File: src/source/audio_pkg.sv
package audio_pkg;

    // Sample widths
    localparam int w_mic   = 24;
    localparam int w_audio = 16;

    // --------------------
    // Sample types

    typedef logic signed [w_mic   - 1:0] mic_sample_t;    // INMP441 word
    typedef logic signed [w_audio - 1:0] audio_sample_t;  // DAC sample

    // --------------------
    // Saturation limits for the mixer

    localparam audio_sample_t audio_max = 16'sh7fff;
    localparam audio_sample_t audio_min = 16'sh8000;

    // --------------------
    // Defaults for the top-level parameters

    localparam int default_credit_depth   = 4;     // FIFO depth and initial credits
    localparam int default_sck_div        = 8;     // clk cycles per half bit clock
    localparam int default_tone_amplitude = 8192;

endpackage
File: src/source/sample_if.sv
// Sample link with credit-based flow control
//
// The sender starts with as many credits as the receiver has slots.
// One valid cycle spends a credit and one credit pulse returns it.

interface sample_if
    import audio_pkg::*;
#(
    parameter type payload_t = audio_sample_t
);

    logic     valid;   // One sample this cycle
    payload_t data;
    logic     credit;  // One slot freed this cycle

    modport sender (
        output valid,
        output data,
        input  credit
    );

    modport receiver (
        input  valid,
        input  data,
        output credit
    );

endinterface

File: src/source/audio_lab_top.sv
module audio_lab_top
    import audio_pkg::*;
#(
    parameter int sck_div        = default_sck_div,
    parameter int credit_depth   = default_credit_depth,
    parameter int tone_amplitude = default_tone_amplitude
)
(
    input  logic       clk,
    input  logic       i_rst_n,

    input  logic [1:0] i_key,
    input  logic       i_mic_sd,

    output logic       o_mic_sck,
    output logic       o_mic_ws,

    output logic       o_bclk,     // BCK
    output logic       o_lrclk,    // LCK
    output logic       o_sdata,    // DIN

    output logic       o_led_clip
);

    // --------------------
    // Sample links

    sample_if #(.payload_t(mic_sample_t))   mic_if  ();
    sample_if #(.payload_t(audio_sample_t)) tone_if ();
    sample_if #(.payload_t(audio_sample_t)) mix_if  ();

    // --------------------
    // Blocks

    mic_i2s_receiver #(
        .sck_div      ( sck_div      ),
        .credit_depth ( credit_depth )
    ) u_mic (
        .clk     ( clk       ),
        .i_rst_n ( i_rst_n   ),
        .i_sd    ( i_mic_sd  ),
        .o_sck   ( o_mic_sck ),
        .o_ws    ( o_mic_ws  ),
        .mic_out ( mic_if    )
    );

    tone_generator #(
        .tone_amplitude ( tone_amplitude ),
        .credit_depth   ( credit_depth   )
    ) u_tone (
        .clk      ( clk     ),
        .i_rst_n  ( i_rst_n ),
        .i_key    ( i_key   ),
        .tone_out ( tone_if )
    );

    audio_mixer #(
        .credit_depth ( credit_depth )
    ) u_mixer (
        .clk     ( clk        ),
        .i_rst_n ( i_rst_n    ),
        .mic_in  ( mic_if     ),
        .tone_in ( tone_if    ),
        .mix_out ( mix_if     ),
        .o_clip  ( o_led_clip )
    );

    i2s_audio_out #(
        .sck_div      ( sck_div      ),
        .credit_depth ( credit_depth )
    ) u_audio_out (
        .clk      ( clk     ),
        .i_rst_n  ( i_rst_n ),
        .audio_in ( mix_if  ),
        .o_bclk   ( o_bclk  ),
        .o_lrclk  ( o_lrclk ),
        .o_sdata  ( o_sdata )
    );

endmodule

File: src/source/i2s_audio_out.sv
module i2s_audio_out
    import audio_pkg::*;
#(
    parameter int sck_div      = default_sck_div,
    parameter int credit_depth = default_credit_depth
)
(
    input  logic       clk,
    input  logic       i_rst_n,

    sample_if.receiver audio_in,

    output logic       o_bclk,
    output logic       o_lrclk,
    output logic       o_sdata
);

    localparam int w_div = $clog2(sck_div + 1);

    logic [w_div - 1:0] div_cnt;
    logic               bclk;
    logic [5:0]         bit_cnt;
    logic               tick;
    logic               fall;
    logic               frame_start;
    audio_sample_t      fifo_data;
    logic               fifo_empty;
    logic [w_audio - 1:0] shreg;
    logic               sdata;

    credit_fifo #(
        .payload_t ( audio_sample_t ),
        .depth     ( credit_depth   )
    ) u_fifo (
        .clk     ( clk         ),
        .i_rst_n ( i_rst_n     ),
        .wr      ( audio_in    ),
        .i_pop   ( frame_start ),
        .o_data  ( fifo_data   ),
        .o_empty ( fifo_empty  )
    );

    // --------------------
    // Bit clock and LR clock

    assign tick = (div_cnt == w_div'(sck_div - 1));
    assign fall = tick && bclk;

    always_ff @(posedge clk) begin
        if (!i_rst_n) begin
            div_cnt <= '0;
            bclk    <= 1'b0;
            bit_cnt <= '0;
        end else begin
            div_cnt <= tick ? '0 : div_cnt + 1'b1;
            if (tick)
                bclk <= ~bclk;
            if (fall)
                bit_cnt <= bit_cnt + 1'b1;
        end
    end

    // Falling edge that closes the right half opens the next frame
    assign frame_start = fall && (bit_cnt == 6'd63);

    // --------------------
    // Serializer

    always_ff @(posedge clk) begin
        if (!i_rst_n) begin
            shreg <= '0;
            sdata <= 1'b0;
        end else if (frame_start) begin
            shreg <= fifo_empty ? '0 : fifo_data;   // Underrun sends silence
            sdata <= 1'b0;                          // Delay slot after LR edge
        end else if (fall) begin
            sdata <= shreg[w_audio - 1];            // MSB first, then zero pad
            shreg <= shreg << 1;
        end
    end

    assign o_bclk  = bclk;
    assign o_lrclk = bit_cnt[5];
    assign o_sdata = sdata;

endmodule

File: src/source/audio_mixer.sv
module audio_mixer
    import audio_pkg::*;
#(
    parameter int credit_depth = default_credit_depth
)
(
    input  logic       clk,
    input  logic       i_rst_n,

    sample_if.receiver mic_in,
    sample_if.receiver tone_in,
    sample_if.sender   mix_out,

    output logic       o_clip
);

    localparam int w_credit = $clog2(credit_depth + 1);

    mic_sample_t             mic_data;
    audio_sample_t           tone_data;
    logic                    mic_empty;
    logic                    tone_empty;
    logic                    pop;
    logic signed [w_audio:0] sum;       // One guard bit
    logic                    overflow;
    logic [w_credit - 1:0]   credits;
    logic                    valid_q;
    audio_sample_t           data_q;
    logic                    clip_q;

    // --------------------
    // Input buffers

    credit_fifo #(
        .payload_t ( mic_sample_t ),
        .depth     ( credit_depth )
    ) u_mic_fifo (
        .clk     ( clk       ),
        .i_rst_n ( i_rst_n   ),
        .wr      ( mic_in    ),
        .i_pop   ( pop       ),
        .o_data  ( mic_data  ),
        .o_empty ( mic_empty )
    );

    credit_fifo #(
        .payload_t ( audio_sample_t ),
        .depth     ( credit_depth   )
    ) u_tone_fifo (
        .clk     ( clk        ),
        .i_rst_n ( i_rst_n    ),
        .wr      ( tone_in    ),
        .i_pop   ( pop        ),
        .o_data  ( tone_data  ),
        .o_empty ( tone_empty )
    );

    // Pairs leave together so the k-th mic word meets the k-th tone sample
    assign pop = !mic_empty && !tone_empty && (credits != '0);

    // --------------------
    // Saturating add

    assign sum = {mic_data[w_mic - 1], mic_data[w_mic - 1 -: w_audio]}
               + {tone_data[w_audio - 1], tone_data};

    // Guard bit disagrees with the sign bit on overflow
    assign overflow = (sum[w_audio] != sum[w_audio - 1]);

    always_ff @(posedge clk) begin
        if (pop) begin
            if (overflow)
                data_q <= sum[w_audio] ? audio_min : audio_max;
            else
                data_q <= audio_sample_t'(sum[w_audio - 1:0]);
        end
    end

    always_ff @(posedge clk) begin
        if (!i_rst_n) begin
            credits <= w_credit'(credit_depth);
            valid_q <= 1'b0;
            clip_q  <= 1'b0;
        end else begin
            valid_q <= pop;
            if (pop && overflow)
                clip_q <= 1'b1;    // Sticky until reset
            case ({pop, mix_out.credit})
                2'b10:   credits <= credits - 1'b1;
                2'b01:   credits <= credits + 1'b1;
                default: credits <= credits;
            endcase
        end
    end

    assign mix_out.valid = valid_q;
    assign mix_out.data  = data_q;
    assign o_clip        = clip_q;

endmodule

File: src/source/tone_generator.sv
module tone_generator
    import audio_pkg::*;
#(
    parameter int tone_amplitude = default_tone_amplitude,
    parameter int credit_depth   = default_credit_depth
)
(
    input  logic       clk,
    input  logic       i_rst_n,
    input  logic [1:0] i_key,

    sample_if.sender   tone_out
);

    localparam int            w_credit = $clog2(credit_depth + 1);
    localparam audio_sample_t amp_pos  = audio_sample_t'(tone_amplitude);
    localparam audio_sample_t amp_neg  = -amp_pos;

    logic [1:0]            key_q;
    logic [3:0]            half_m1;     // Half period minus one, in samples
    logic [3:0]            sample_cnt;
    logic                  level_pos;
    logic                  send;
    logic [w_credit - 1:0] credits;
    logic                  valid_q;
    audio_sample_t         data_q;

    always_comb begin
        case (key_q)
            2'd1:    half_m1 = 4'd3;
            2'd2:    half_m1 = 4'd7;
            default: half_m1 = 4'd15;   // Key 0 is silent anyway
        endcase
    end

    // Hold off for one cycle while a new key restarts the wave
    assign send = (credits != '0) && (i_key == key_q);

    always_ff @(posedge clk) begin
        if (!i_rst_n) begin
            key_q      <= i_key;
            sample_cnt <= '0;
            level_pos  <= 1'b1;
            credits    <= w_credit'(credit_depth);
            valid_q    <= 1'b0;
        end else begin
            valid_q <= send;

            if (i_key != key_q) begin
                key_q      <= i_key;
                sample_cnt <= '0;
                level_pos  <= 1'b1;    // Restart on the positive half
            end else if (send) begin
                if (sample_cnt == half_m1) begin
                    sample_cnt <= '0;
                    level_pos  <= ~level_pos;
                end else begin
                    sample_cnt <= sample_cnt + 1'b1;
                end
            end

            case ({send, tone_out.credit})
                2'b10:   credits <= credits - 1'b1;
                2'b01:   credits <= credits + 1'b1;
                default: credits <= credits;
            endcase
        end
    end

    always_ff @(posedge clk) begin
        if (send)
            data_q <= (key_q == 2'd0) ? '0 : (level_pos ? amp_pos : amp_neg);
    end

    assign tone_out.valid = valid_q;
    assign tone_out.data  = data_q;

endmodule

File: src/source/mic_i2s_receiver.sv
module mic_i2s_receiver
    import audio_pkg::*;
#(
    parameter int sck_div      = default_sck_div,
    parameter int credit_depth = default_credit_depth
)
(
    input  logic     clk,
    input  logic     i_rst_n,

    input  logic     i_sd,
    output logic     o_sck,
    output logic     o_ws,

    sample_if.sender mic_out
);

    localparam int w_div    = $clog2(sck_div + 1);
    localparam int w_credit = $clog2(credit_depth + 1);

    logic [w_div - 1:0]    div_cnt;
    logic                  sck;
    logic [5:0]            bit_cnt;   // 64 bit clocks per frame
    logic                  tick;
    logic                  rise;
    logic                  fall;
    logic [w_mic - 2:0]    shift;
    logic                  word_done;
    logic                  send;
    logic [w_credit - 1:0] credits;
    logic                  valid_q;
    mic_sample_t           data_q;

    // --------------------
    // Bit clock and word select

    assign tick = (div_cnt == w_div'(sck_div - 1));
    assign rise = tick && !sck;
    assign fall = tick && sck;

    always_ff @(posedge clk) begin
        if (!i_rst_n) begin
            div_cnt <= '0;
            sck     <= 1'b0;
            bit_cnt <= '0;
        end else begin
            div_cnt <= tick ? '0 : div_cnt + 1'b1;
            if (tick)
                sck <= ~sck;
            if (fall)
                bit_cnt <= bit_cnt + 1'b1;  // Wraps at frame end
        end
    end

    assign o_sck = sck;
    assign o_ws  = bit_cnt[5];  // Low for left half

    // --------------------
    // Left word capture

    // MSB arrives one bit clock after ws falls, LSB at bit 24
    assign word_done = rise && (bit_cnt == 6'd24);
    assign send      = word_done && (credits != '0);  // No credit drops the word

    always_ff @(posedge clk) begin
        if (rise)
            shift <= {shift[w_mic - 3:0], i_sd};
        if (send)
            data_q <= mic_sample_t'({shift, i_sd});
    end

    // --------------------
    // Credits toward the mixer

    always_ff @(posedge clk) begin
        if (!i_rst_n) begin
            credits <= w_credit'(credit_depth);
            valid_q <= 1'b0;
        end else begin
            valid_q <= send;
            case ({send, mic_out.credit})
                2'b10:   credits <= credits - 1'b1;
                2'b01:   credits <= credits + 1'b1;
                default: credits <= credits;
            endcase
        end
    end

    assign mic_out.valid = valid_q;
    assign mic_out.data  = data_q;

endmodule

File: src/source/credit_fifo.sv
module credit_fifo
    import audio_pkg::*;
#(
    parameter type payload_t = audio_sample_t,
    parameter int  depth     = default_credit_depth
)
(
    input  logic       clk,
    input  logic       i_rst_n,

    sample_if.receiver wr,

    input  logic       i_pop,
    output payload_t   o_data,
    output logic       o_empty
);

    localparam int w_ptr = (depth > 1) ? $clog2(depth) : 1;
    localparam int w_cnt = $clog2(depth + 1);

    payload_t           mem [depth];
    logic [w_ptr - 1:0] wr_ptr;
    logic [w_ptr - 1:0] rd_ptr;
    logic [w_cnt - 1:0] count;
    logic               pop;

    function automatic logic [w_ptr - 1:0] next_ptr(input logic [w_ptr - 1:0] ptr);
        return (ptr == w_ptr'(depth - 1)) ? '0 : ptr + 1'b1;
    endfunction

    assign o_empty   = (count == '0);
    assign pop       = i_pop && !o_empty;   // Pop on empty is ignored
    assign o_data    = mem[rd_ptr];
    assign wr.credit = pop;                 // Slot goes back in the pop cycle

    // Credits keep the sender from writing into a full buffer
    always_ff @(posedge clk) begin
        if (wr.valid) begin
            mem[wr_ptr] <= wr.data;
        end
    end

    always_ff @(posedge clk) begin
        if (!i_rst_n) begin
            wr_ptr <= '0;
            rd_ptr <= '0;
            count  <= '0;
        end else begin
            if (wr.valid)
                wr_ptr <= next_ptr(wr_ptr);
            if (pop)
                rd_ptr <= next_ptr(rd_ptr);

            case ({wr.valid, pop})
                2'b10:   count <= count + 1'b1;
                2'b01:   count <= count - 1'b1;
                default: count <= count;
            endcase
        end
    end

endmodule

File: config.mk
export PLATFORM = sky130hd
export DESIGN_NAME = audio_lab_top
export DESIGN_NICKNAME = d
export VERILOG_FILES = /design/src/source/audio_pkg.sv /design/src/source/sample_if.sv /design/src/source/audio_lab_top.sv /design/src/source/i2s_audio_out.sv /design/src/source/audio_mixer.sv /design/src/source/tone_generator.sv /design/src/source/mic_i2s_receiver.sv /design/src/source/credit_fifo.sv
export SDC_FILE = /design/constraint.sdc
export NUM_CORES = 1
export LEC_CHECK = 0
export ABC_AREA = 0
export BUFFER_PORTS_ARGS = -buffer_cell sky130_fd_sc_hd__buf_4
export CORE_MARGIN = 5
export CORE_UTILIZATION = 65
export CTS_BUF_LIST = sky130_fd_sc_hd__clkbuf_8
export DETAILED_ROUTE_END_ITERATION = 10
export MAX_ROUTING_LAYER = met4
export PLACE_DENSITY = 0.82
export SYNTH_ARGS = -nofsm -noshare
export SYNTH_HDL_FRONTEND = slang
export SYNTH_SLANG_ARGS = --single-unit
File: constraint.sdc
create_clock -name clk -period 3.78 [get_ports clk]
set_clock_uncertainty 0.1 [all_clocks]
set_input_delay 0.756 -clock clk [delete_from_list [all_inputs] [get_ports clk]]
set_output_delay 0.756 -clock clk [all_outputs]
set_load 0.05 [all_outputs]
# After elaboration in Yosys (flattened, before gate mapping)
# Memory sizes are Yosys's and may differ from the RTL's. A register that Yosys moved wholly into a read port is not among the register bits.
# Cells that the tools add are included.
[totals]
wordCells = 161
ff_bits = 159
inputBits = 5
n_memories = 3
ram_bits = 224
[op_classes]
mux = 34
n_bitwise = 4
eq_ne = 29
add_sub_neg = 24
n_reduce_logical = 36
[memory_table]
columns = ["memory", "depth", "width", "rd", "rd_ports_with_merged_regs", "wr", "line_no", "rtl"]
rows = [
  ["u_mixer.u_mic_fifo.mem", 4, 24, 1, 1, 1, "credit_fifo.sv:21", "payload_t mem [depth];"],
  ["u_audio_out.u_fifo.mem", 4, 16, 1, 1, 1, "credit_fifo.sv:21", ""],
  ["u_mixer.u_tone_fifo.mem", 4, 16, 1, 1, 1, "credit_fifo.sv:21", ""],
]
[op_table]
columns = ["operator", "n"]
rows = [
  ["16-bit 2-to-1 mux", 6],
  ["3-bit one-hot mux with 2 select lines", 6],
  ["2-bit 2-to-1 mux", 14],
  ["2-bit equality test, second input constant", 13],
  ["3-bit by 1-bit adder with 3-bit output, second input constant", 6],
  ["3-bit by 1-bit subtractor with 3-bit output, second input constant", 6],
  ["16-bit by 16-bit adder with 17-bit output", 1],
  ["2-bit by 1-bit equality test with 1-bit output, second input constant", 7],
  ["2-bit nonzero test", 7],
  ["1-bit logical AND", 13],
  ["2-bit by 1-bit adder with 2-bit output, second input constant", 6],
  ["4-bit by 1-bit adder with 4-bit output, second input constant", 3],
  ["6-bit by 1-bit adder with 6-bit output, second input constant", 2],
  ["3-bit logical NOT", 3],
  ["3-bit nonzero test", 3],
  ["4-bit by 3-bit equality test with 1-bit output, second input constant", 2],
  ["4-bit one-hot mux with 2 select lines", 1],
  ["2-bit OR reduction", 4],
  ["6-bit by 5-bit equality test with 1-bit output, second input constant", 1],
  ["6-bit equality test, second input constant", 1],
  ["1-bit 2-to-1 mux", 6],
  ["4-bit equality test", 1],
  ["1-bit logical NOT", 4],
  ["4-bit 2-to-1 mux", 1],
  ["other kinds (7)", 10],
]

# Longest topological paths before layout
# Gate-level depths: netlist (run 1).
[depth]
depth_word = 7
depth_mapped = 11

# Modules after synthesis
# Synthesis (run 1) repeated with hierarchy kept, for this count alone.
[hier_totals]
hier_cells = 1011
hier_area_um2 = 15797.7
[modules_own_cells]
columns = ["module", "seq_area_each_um2", "area_each_um2", "cells_per_inst", "n_inst"]
rows = [
  ["credit_fifo (u_audio_out.u_fifo ...)", 2102.0, 2808.9, 134, 2],
  ["credit_fifo (u_mixer.u_mic_fifo)", 3062.9, 3966.3, 176, 1],
  ["mic_i2s_receiver", 1711.6, 2107.0, 120, 1],
  ["audio_mixer", 580.6, 2054.5, 220, 1],
  ["i2s_audio_out", 560.5, 1316.3, 151, 1],
  ["tone_generator", 300.3, 735.7, 76, 1],
]

# Least setup slack after synthesis (run 1)
# No wires, ideal clock.
[synth_timing]
path_type = "flip-flop to flip-flop"
startpoint = "reg u_mic.div_cnt[0]"
endpoint = "reg u_mic.credits[2]"
path_stages_with_launch = 11
period_less_slack_ns = 3.357
slack_ns = 0.423
arrival_time_ns = 3.196
setup_ns = 0.062
t_required_ns = 3.618
cell_sequence = "dfxtp_1 -> ha_1 -> nand3b_1 -> nor2_1 -> o311ai_0 -> ha_1 -> inv_1 -> fa_1 -> xor2_1 -> or3_1 -> nand3_1"
[synth_via]
elab_chain_len = 6
elab_cells_between_ends = 8
cone_classes = "3 x eq/ne; 1 x mux; 4 x reduce/logical"
[synth_lines]
columns = ["element", "line_no", "rtl"]
rows = [
  ["from (decl)", "mic_i2s_receiver.sv:21", "logic [w_div - 1:0] div_cnt;"],
  ["from (signal assigned)", "mic_i2s_receiver.sv:47", "div_cnt <= tick ? '0 : div_cnt + 1'b1;"],
  ["4-bit by 3-bit equality test with 1-bit output *", "mic_i2s_receiver.sv:37", "assign tick = (div_cnt == w_div'(sck_div - 1));"],
  ["1-bit logical AND *", "mic_i2s_receiver.sv:38", "assign rise = tick && !sck;"],
  ["named net u_mic.rise", "mic_i2s_receiver.sv:25", "logic rise;"],
  ["1-bit logical AND *", "mic_i2s_receiver.sv:62", "assign word_done = rise && (bit_cnt == 6'd24);"],
  ["1-bit logical AND *", "mic_i2s_receiver.sv:63", "assign send = word_done && (credits != '0);"],
  ["2-bit by 1-bit equality test with 1-bit output or 2-bit equality test (tied branches)", "mic_i2s_receiver.sv:81", "case ({send, mic_out.credit})"],
  ["3-bit one-hot mux with 2 select lines or 2-bit nonzero test (tied branches)", "-", ""],
  ["to (signal assigned)", "mic_i2s_receiver.sv:82", "2'b10: credits <= credits - 1'b1;"],
  ["to (signal assigned)", "mic_i2s_receiver.sv:83", "2'b01: credits <= credits + 1'b1;"],
  ["to (signal assigned)", "mic_i2s_receiver.sv:84", "default: credits <= credits;"],
  ["to (decl)", "mic_i2s_receiver.sv:30", "logic [w_credit - 1:0] credits;"],
]
# The timed path passes the listed nets; every way through them passes the cells marked *.
# A chain may end at the register's enable or synchronous reset.

==> results of run 1 <==
state kept, by name, summed over array words and instances, names as in the netlist, 3 cells and up, named ones only:
| register | flops |
|---|---|
| u_tone.sample_cnt | 4 |
| u_mic.credits | 3 |
| u_mixer.u_tone_fifo.count | 3 |
| u_tone.credits | 3 |
| u_mixer.u_mic_fifo.mem | 64 |
| u_audio_out.u_fifo.count | 3 |
| u_mixer.mix_out.data | 16 |
| u_audio_out.u_fifo.mem | 64 |
| u_mic.bit_cnt | 6 |
| u_mic.shift | 23 |
| u_mixer.u_tone_fifo.mem | 8 |
| u_mic.mic_out.data | 16 |
| u_audio_out.bit_cnt | 6 |
| u_audio_out.div_cnt | 4 |
| u_mixer.credits | 3 |
| u_audio_out.shreg | 16 |
| u_mic.div_cnt | 4 |
| u_mixer.u_mic_fifo.count | 3 |
logic make-up after synthesis:
kind of cell    synth area share (%)
flops                           69.5
simple gates                    7.13
compound gates                  5.07
buf+inv                         2.59
mux                             8.53
fa+ha+maj                       4.87
xor+xnor                        2.34
worst max-delay path by stage:
| stage | from | to | cells after the start |
|---|---|---|---|
| detailed placement | flip-flop | u_mixer.mix_out.data[14] | 8 |
| finish | flip-flop | u_mixer.mix_out.data[14] | 8 |
| floorplan | u_mic.div_cnt[0] | u_mic.credits[2] | 10 |
| global placement | flip-flop | u_mixer.mix_out.data[14] | 8 |
| CTS | flip-flop | u_mixer.mix_out.data[14] | 8 |
| global route | flip-flop | u_mixer.mix_out.data[14] | 8 |
worst max-delay path, stage by stage (launching register included):
cell	delay (ns)
dfxtp_1	0.33
buf_4	0.21
mux4_2	0.53
ha_1	0.22
inv_1	0.08
fa_1	0.19
inv_1	0.08
xnor2_1	0.97
mux2i_1	0.19
through the flow:
| stage | hold WS, ns | utilization [%] | cell area, um^2 |
|---|---|---|---|
| finish | 0.312 | 72.5 | 11900 |
| CTS | 0.286 | 72.5 | 11900 |
| detailed placement | 0.308 | 67.5 | 11100 |
| floorplan | 0.300 | - | 10900 |
| global route | 0.288 | 72.5 | 11900 |
| global placement | 0.307 | 67.5 | 11100 |
routing by layer:
metal	vias up	part of all wire [%]	routed length [um]
met5	-	0	0
met4	0	1.7	290
met3	27	4.4	762
met2	125	50	8750
met1	2752	44	7570
li1	2694	-	-
report_power, final:
part           internal, mW  switching [mW]  total [mW]
clock                  1.30            1.05        2.35
combinational        0.0543          0.0822       0.137
sequential             3.26          0.0237        3.29
total                  4.61            1.16        5.77
synth_stat cells, types with 7 or more instances:
| library cell | count | share of area (%) |
|---|---|---|
| and2_1 | 13 | 0.75 |
| dfxtp_1 | 84 | 15 |
| mux2i_1 | 13 | 1.2 |
| a221oi_1 | 14 | 1.1 |
| a21oi_1 | 22 | 1.0 |
| xor2_1 | 22 | 1.8 |
| fa_1 | 7 | 1.3 |
| nor3_1 | 9 | 0.42 |
| or3_1 | 11 | 0.63 |
| o21a_1 | 13 | 0.90 |
| nand2_1 | 24 | 0.83 |
| inv_1 | 32 | 1.1 |
| clkbuf_1 | 15 | 0.52 |
| xnor2_1 | 7 | 0.57 |
| o21ai_0 | 24 | 1.1 |
| nor2_1 | 66 | 2.3 |
| edfxtp_1 | 195 | 54 |
| mux4_2 | 29 | 6.0 |
| nand3_1 | 12 | 0.55 |
| ha_1 | 31 | 3.6 |
area by class of cell:
type / instances / area, um^2
tap: 220 / 275
clock buffer: 48 / 661
multi-input combinational: 358 / 3030
inverter: 33 / 124
sequential: 279 / 7540
clock inverter: 30 / 170
timing repair buffer: 19 / 143
fill: 998 / 4520
==> parameters.txt, run 1 <==
Parameter                              Value

Outcome
  Outcome    complete, no violations

Worst setup path
  Biggest fanout along the worst timing path    16
  Data required time of the critical path    around 3.9 ns
  Type of origin of the critical path    flip-flop
  Worst path arrival time    3.31 ns
  Worst-case register-to-register setup slack    between 0.5 and 0.6 ns
  FF-to-FF End    u_mixer.mix_out.data[14]
  Endpoint class of the critical path    flip-flop
  Worst reg2reg path depth    8
  Setup Crit Path Kind    reg -> reg

Clocking
  Worst-path clk slew    0.06 ns
  CTS root buffer    clkbuf_8
  TritonCTS clock tree    done
  Cts bufs inserted    42
  Source-to-sink clock delay at the later pin of the worst-skew pair    around 0.52 ns
  Maximum level of the CTS H-tree    2
  Maximum number of buffers from clock root to sink    3
  Post-CTS setup-driven buffer insertion count    0
  Count of clock tree sinks    279
  Total of hold buffers inserted after clock tree synthesis    0
  Cts repair resizes    0

Logic synthesis
  Post-Syn Instances    ~700
  Number of storage elements in the synthesis netlist    about 280
  Predominant post-synthesis flop cell    edfxtp_1
  Distinct cell type count of the synthesized netlist    45
  Mean Syn Cell Area    approximately 16 um^2
  Sequential fraction of the synthesis area    between 60% and 70%
  Syn Std Cell Area    ~11000 um^2
  Number of flops mapped to enable cells by yosys    195
  Yosys Warn Count    0
  Nets in the synthesized netlist    roughly 740
  Fraction of registers with async set/reset    0%

Layout
  Synth-to-Final Area Change    10.1%
  Share of cells above drive strength 1    approximately 14%
  Number of nets in the final layout    between 700 and 800
  Most frequent cells in the layout    195 x edfxtp_1, 84 x dfxtp_1, 65 x nor2_1, 52 x inv_1, 48 x clkbuf_8
  Antenna Diode Count    0
  Most common cell after layout, fill and taps aside    edfxtp_1
  Post-route non-filler standard cell count    between 900 and 1000

Route
  Wirelength, routed    ~17 mm
  Via count    approximately 5600
  Detailed-route vias per instance    around 5.7
  1st-iter DRT viols    between 300 and 400
  Number of iterations in the first detailed-routing pass    5
  Remaining antenna violation count    0
  Drt wl/cell    roughly 18 um
  DRC violations left    0

Place
  Worst setup timing slack at the placement stage    just under 0.6 ns
  Final GP Congestion    between 0.7 and 0.8
  HPWL Detailed    about 11 mm
  Placed insts    909
  Count of buffers from port buffering    10

GRT
  Via count of the first global-routing pass    around 5700
  Antenna violations before repair    0
  GR Util All Layers    a little under a fifth
  Global-route wire length before repair    approximately 29 mm
  Remaining Overflow, GRT    0
  Pin count of the biggest net entering global routing    33
  GRT met3 Usage    slightly below 4%
  Most Crowded Layer GR    met2
  Global-route met1 utilization    24.0%
  Global routing usage on met2    a little under a third

Min path
  Startpoint of the tightest hold check path    i_mic_sd
  Worst-case hold path end point    u_mic.shift[0]
  Hold Crit Class    in -> reg
  Cell depth of the worst hold path    1

Job
  Max Cap Viol    0

Timing
  Unrepaired setup endpoints after global routing    no
  Endpoints failing hold    0
  Final TNS setup    0 ns
  Slack of the critical path    ~0.60 ns
  Slew at the pin closest to its max-slew limit    approximately 1.2 ns
  Final setup violation count    0
  Min Tclk post-route    ~3.2 ns
  Highest attainable clock frequency    0.314 GHz
  Tightest slew margin relative to the limit    16.9%
  Tcrit/Tclk final    a little over four fifths
  Pins over their slew limit    0

Power
  Power density of the placed cells    about 480 nW/um^2
  Tot Pwr    5.77 mW
  Leakage Power    4.23 nW
  Max rail drop VDD    slightly above 0.4 mV

Floorplanning
  Initial Utilization    roughly 66%
  I/O pins    11
  Area enclosed by the die boundary    between 15000 and 20000 um^2
  Die span in x    139 um
  Core Box Area    about 16000 um^2
  Die height    ~140 um
  FP Rows    47
No activity file was read; power rests on OpenSTA's default activity.
==> run 2: changes to the inputs <==
ABC_AREA = 1   (was 0)
CORE_UTILIZATION = 59   (was 65)
PLACE_DENSITY = 0.78   (was 0.82)
clock period = 2.8 ns   (was 3.78 ns; I/O delays follow)
==> run 2 against run 1 <==
Against the previous run:
- design area is 2.9% higher
- cell count up 30%
- total power up 37%
- non-clock buffer count is 12 higher
- largest cell class unchanged
- utilization decreased by 6.4 points
- critical endpoint is now u_audio_out.u_fifo.count[2]
- combinational power is 39% higher
- clock power is 39% higher
- hold slack got worse by 0.22 ns
- clock-buffer cell count decreased by 1
- global-route usage up 0.25 points
==> parameters.txt, run 2 <==
Parameter                              Value

Floorplanning
  FP Rows    50 (was 47)
  Initial Utilization    59.5% (was 65.9%)
  Die height    147 um (was 139 um)
  Area enclosed by the die boundary    21600 um^2 (was 19400 um^2)
  Core Box Area    18600 um^2 (was 16500 um^2)
  Die span in x    147 um (was 139 um)
  I/O pins    11 (unchanged)

Power
  Leakage Power    4.64 nW (was 4.23 nW)
  Power density of the placed cells    642 nW/um^2 (was 483 nW/um^2)
  Max rail drop VDD    0.471 mV (was 0.410 mV)

Timing
  Unrepaired setup endpoints after global routing    no (unchanged)
  Final setup violation count    0 (unchanged)
  Slew at the pin closest to its max-slew limit    0.873 ns (was 1.24 ns)
  Endpoints failing hold    0 (unchanged)
  Min Tclk post-route    2.44 ns (was 3.18 ns)
  Highest attainable clock frequency    0.409 GHz (was 0.314 GHz)
  Final TNS setup    0 ns (unchanged)
  Tcrit/Tclk final    87.3% (was 84.2%)
  Tightest slew margin relative to the limit    41.7% (was 16.9%)
  Pins over their slew limit    0 (unchanged)

Worst setup path
  Crit-path cells    ha_1 -> nand2_2 -> nor2_4 -> nand3_4 -> nor2_4 -> nand2_4 -> clkinv_4 -> ha_1 -> inv_1 -> fa_1 -> a21oi_1 -> o21ai_0 -> o21ai_0 -> a21oi_1 (was buf_4 -> mux4_2 -> ha_1 -> inv_1 -> fa_1 -> inv_1 -> xnor2_1 -> mux2i_1)
  Type of origin of the critical path    flip-flop (unchanged)
  Worst path arrival time    2.77 ns (was 3.31 ns)
  Highest-delay cell along the critical path    fa_1 (was xnor2_1)
  Data required time of the critical path    3.13 ns (was 3.90 ns)
  Endpoint class of the critical path    flip-flop (unchanged)
  Setup Crit Path Kind    reg -> reg (unchanged)
  Longest individual stage delay on the worst path    0.44 ns (was 0.97 ns)
  Kind of cell adding the most delay to the critical path    adder cells (was XOR/XNOR gates)
  Biggest fanout along the worst timing path    5 (was 16)
  Crit path buffers/inverters    2 (was 3)

GRT
  GR Util All Layers    19.1% (was 18.8%)
  Remaining Overflow, GRT    0 (unchanged)
  Global-route wire length before repair    32.4 mm (was 28.5 mm)
  Pin count of the biggest net entering global routing    49 (was 33)
  Via count of the first global-routing pass    6720 (was 5743)
  Antenna violations before repair    0 (unchanged)

Logic synthesis
  Sequential fraction of the synthesis area    68.2% (was 69.5%)
  Number of flops mapped to enable cells by yosys    195 (unchanged)
  Post-Syn Instances    967 (was 698)
  Fraction of synthesized cell area in xor and xnor cells    0.396% (was 2.34%)
  Number of storage elements in the synthesis netlist    279 (unchanged)
  Fraction of registers with async set/reset    0% (unchanged)
  Leading post-synthesis cells by cell area    edfxtp_1 53%, dfxtp_1 15%, o21ai_0 5.4% (was edfxtp_1 54%, dfxtp_1 15%, mux4_2 6.0%)
  Most frequent cell after synthesis    edfxtp_1 (unchanged)
  Post-synthesis compound-gate area fraction    10.9% (was 5.07%)
  Predominant post-synthesis flop cell    edfxtp_1 (unchanged)
  Syn Std Cell Area    11100 um^2 (was 10900 um^2)
  Cell type with the highest aggregate area in the netlist    edfxtp_1 (unchanged)
  Multiplexer share of the synthesized area    0% (was 8.53%)
  Mean Syn Cell Area    11.4 um^2 (was 15.5 um^2)
  Post-synthesis adder-cell area fraction    4.78% (was 4.87%)
  Area fraction of the dominant cell type after synthesis    53.0% (was 54.0%)
  Post-synthesis simple-gate area fraction    11.6% (was 7.13%)
  Nets in the synthesized netlist    1010 (was 741)
  Yosys Warn Count    0 (unchanged)
  Dominant combinational cell family by area after synthesis    simple AND/OR/NAND/NOR gates (was multiplexers)
  Leading post-synthesis cells by instance count    195 x edfxtp_1, 140 x nor2_1, 120 x o21ai_0, 109 x nand2_1, 84 x dfxtp_1 (was 195 x edfxtp_1, 84 x dfxtp_1, 66 x nor2_1, 32 x inv_1, 31 x ha_1)
  Distinct cell type count of the synthesized netlist    43 (was 45)

Clocking
  Cts bufs inserted    44 (was 42)
  Count of clock tree sinks    279 (unchanged)
  Maximum number of buffers from clock root to sink    3 (unchanged)
  Post-CTS setup-driven buffer insertion count    0 (unchanged)
  Source-to-sink clock delay at the later pin of the worst-skew pair    0.54 ns (was 0.52 ns)
  Cts repair resizes    0 (unchanged)
  Total of hold buffers inserted after clock tree synthesis    0 (unchanged)
  TritonCTS clock tree    done (unchanged)
  CTS root buffer    clkbuf_8 (unchanged)
  Worst-path clk slew    0.06 ns (about the same)
  Maximum level of the CTS H-tree    2 (unchanged)

Place
  Placed insts    1199 (was 909)
  Final GP Congestion    0.773 (was 0.774)
  HPWL Detailed    12.4 mm (was 11.1 mm)
  Count of buffers from port buffering    10 (unchanged)

Route
  Detailed-route vias per instance    5.40 (was 5.67)
  Number of iterations in the first detailed-routing pass    5 (unchanged)
  1st-iter DRT viols    464 (was 331)
  Drt wl/cell    15.4 um (was 17.6 um)
  Via count    6917 (was 5598)
  Wirelength, routed    19.7 mm (was 17.4 mm)
  Remaining antenna violation count    0 (unchanged)
  DRC violations left    0 (unchanged)

Layout
  Largest registers    u_audio_out.u_fifo.mem (64), u_mixer.u_mic_fifo.mem (64), u_mic.shift (23) (unchanged)
  Number of nets in the final layout    1054 (was 776)
  Most common cell after layout, fill and taps aside    edfxtp_1 (unchanged)
  Share of cells above drive strength 1    10.5% (was 14.0%)
  Synth-to-Final Area Change    11.2% (was 10.1%)
  Most frequent cells in the layout    195 x edfxtp_1, 139 x nor2_1, 120 x o21ai_0, 109 x nand2_1, 96 x inv_1 (was 195 x edfxtp_1, 84 x dfxtp_1, 65 x nor2_1, 52 x inv_1, 48 x clkbuf_8)
  Antenna Diode Count    0 (unchanged)
  Post-route non-filler standard cell count    1281 (was 987)

Outcome
  Outcome    complete, no violations (unchanged)

Min path
  Hold Crit Class    in -> reg (unchanged)

Job
  Max Cap Viol    0 (unchanged)
run 2: changes by cell type in the layout (fill, tap and decap cells not counted), moves of 29 or more:
cell / change
inv_1: +44
a21oi_1: +43
mux4_2: -29
nor2_1: +74
o21ai_0: +96
nand2_1: +85
run 2: cells by family after synthesis:
group,after synthesis
flip-flops,279
adder cells (fa/ha/maj),38
AND/OR/NAND/NOR,305
buffers and inverters,117
AO/OA/AOI/OAI,223
XOR/XNOR,5
run 2: worst reg2reg max path: stages, from the launching register on:
cell and delay, ns:
dfxtp_1 0.35, ha_1 0.19, nand2_2 0.07, nor2_4 0.13, nand3_4 0.09, nor2_4 0.13
nand2_4 0.08, clkinv_4 0.07, ha_1 0.13, inv_1 0.07, fa_1 0.44, a21oi_1 0.14
o21ai_0 0.11, o21ai_0 0.17, a21oi_1 0.06
run 2: final cells by class:
class                   count  area (um^2)
flip-flops and latches    279         7540
fillers                  1352         6290
multi-input cells         571         3060
clock buffers              47          647
inverters                  84          320
well taps                 234          293
repair buffers             31          233
clock inverters            35          199
run 2: through the flow:
step           worst slack (ns)  power, mW  hold WS [ns]  instance area [um^2]  util (%)
4_1_cts                   0.361       7.97        0.0736                 12300      66.1
6_report                  0.355       7.89        0.0934                 12300      66.1
2_1_floorplan             0.185       4.65         0.300                 11100         -
3_3_place_gp              0.424       4.70         0.301                 11400      61.6
5_1_grt                  0.0786       8.21        0.0667                 12300      66.1
3_5_place_dp              0.357       4.71         0.305                 11400      61.6
run 2: metal layers:
metal / wire length, um / global-route usage (%) / vias to the layer above
met1: 8530 / 23.6 / 3302
li1: - / - / 3448
met4: 393 / 5.97 / 0
met3: 867 / 3.67 / 42
met5: 0 / - / -
met2: 9930 / 31.9 / 125
run 2: path summary, 6_finish.rpt:
| check | startpoint | endpoint | slack, ns | cells after the start |
|---|---|---|---|---|
| worst max register to register | u_audio_out.bit_cnt[1] | u_audio_out.u_fifo.count[2] | 0.36 | 14 |
| worst min-delay path | i_mic_sd | u_mic.shift[0] | 0.09 | 1 |
| worst min register to register | u_mic.shift[6] | u_mic.shift[7] | 0.32 | 0 |
| worst max-delay path | u_audio_out.bit_cnt[1] | u_audio_out.u_fifo.count[2] | 0.36 | 14 |
run 2: where the power goes:
part | leakage (nW) | internal (mW) | switching [mW]
registers | 2.43 | 4.41 | 0.0279
clock network | 0.486 | 1.74 | 1.53
logic | 1.72 | 0.0676 | 0.122
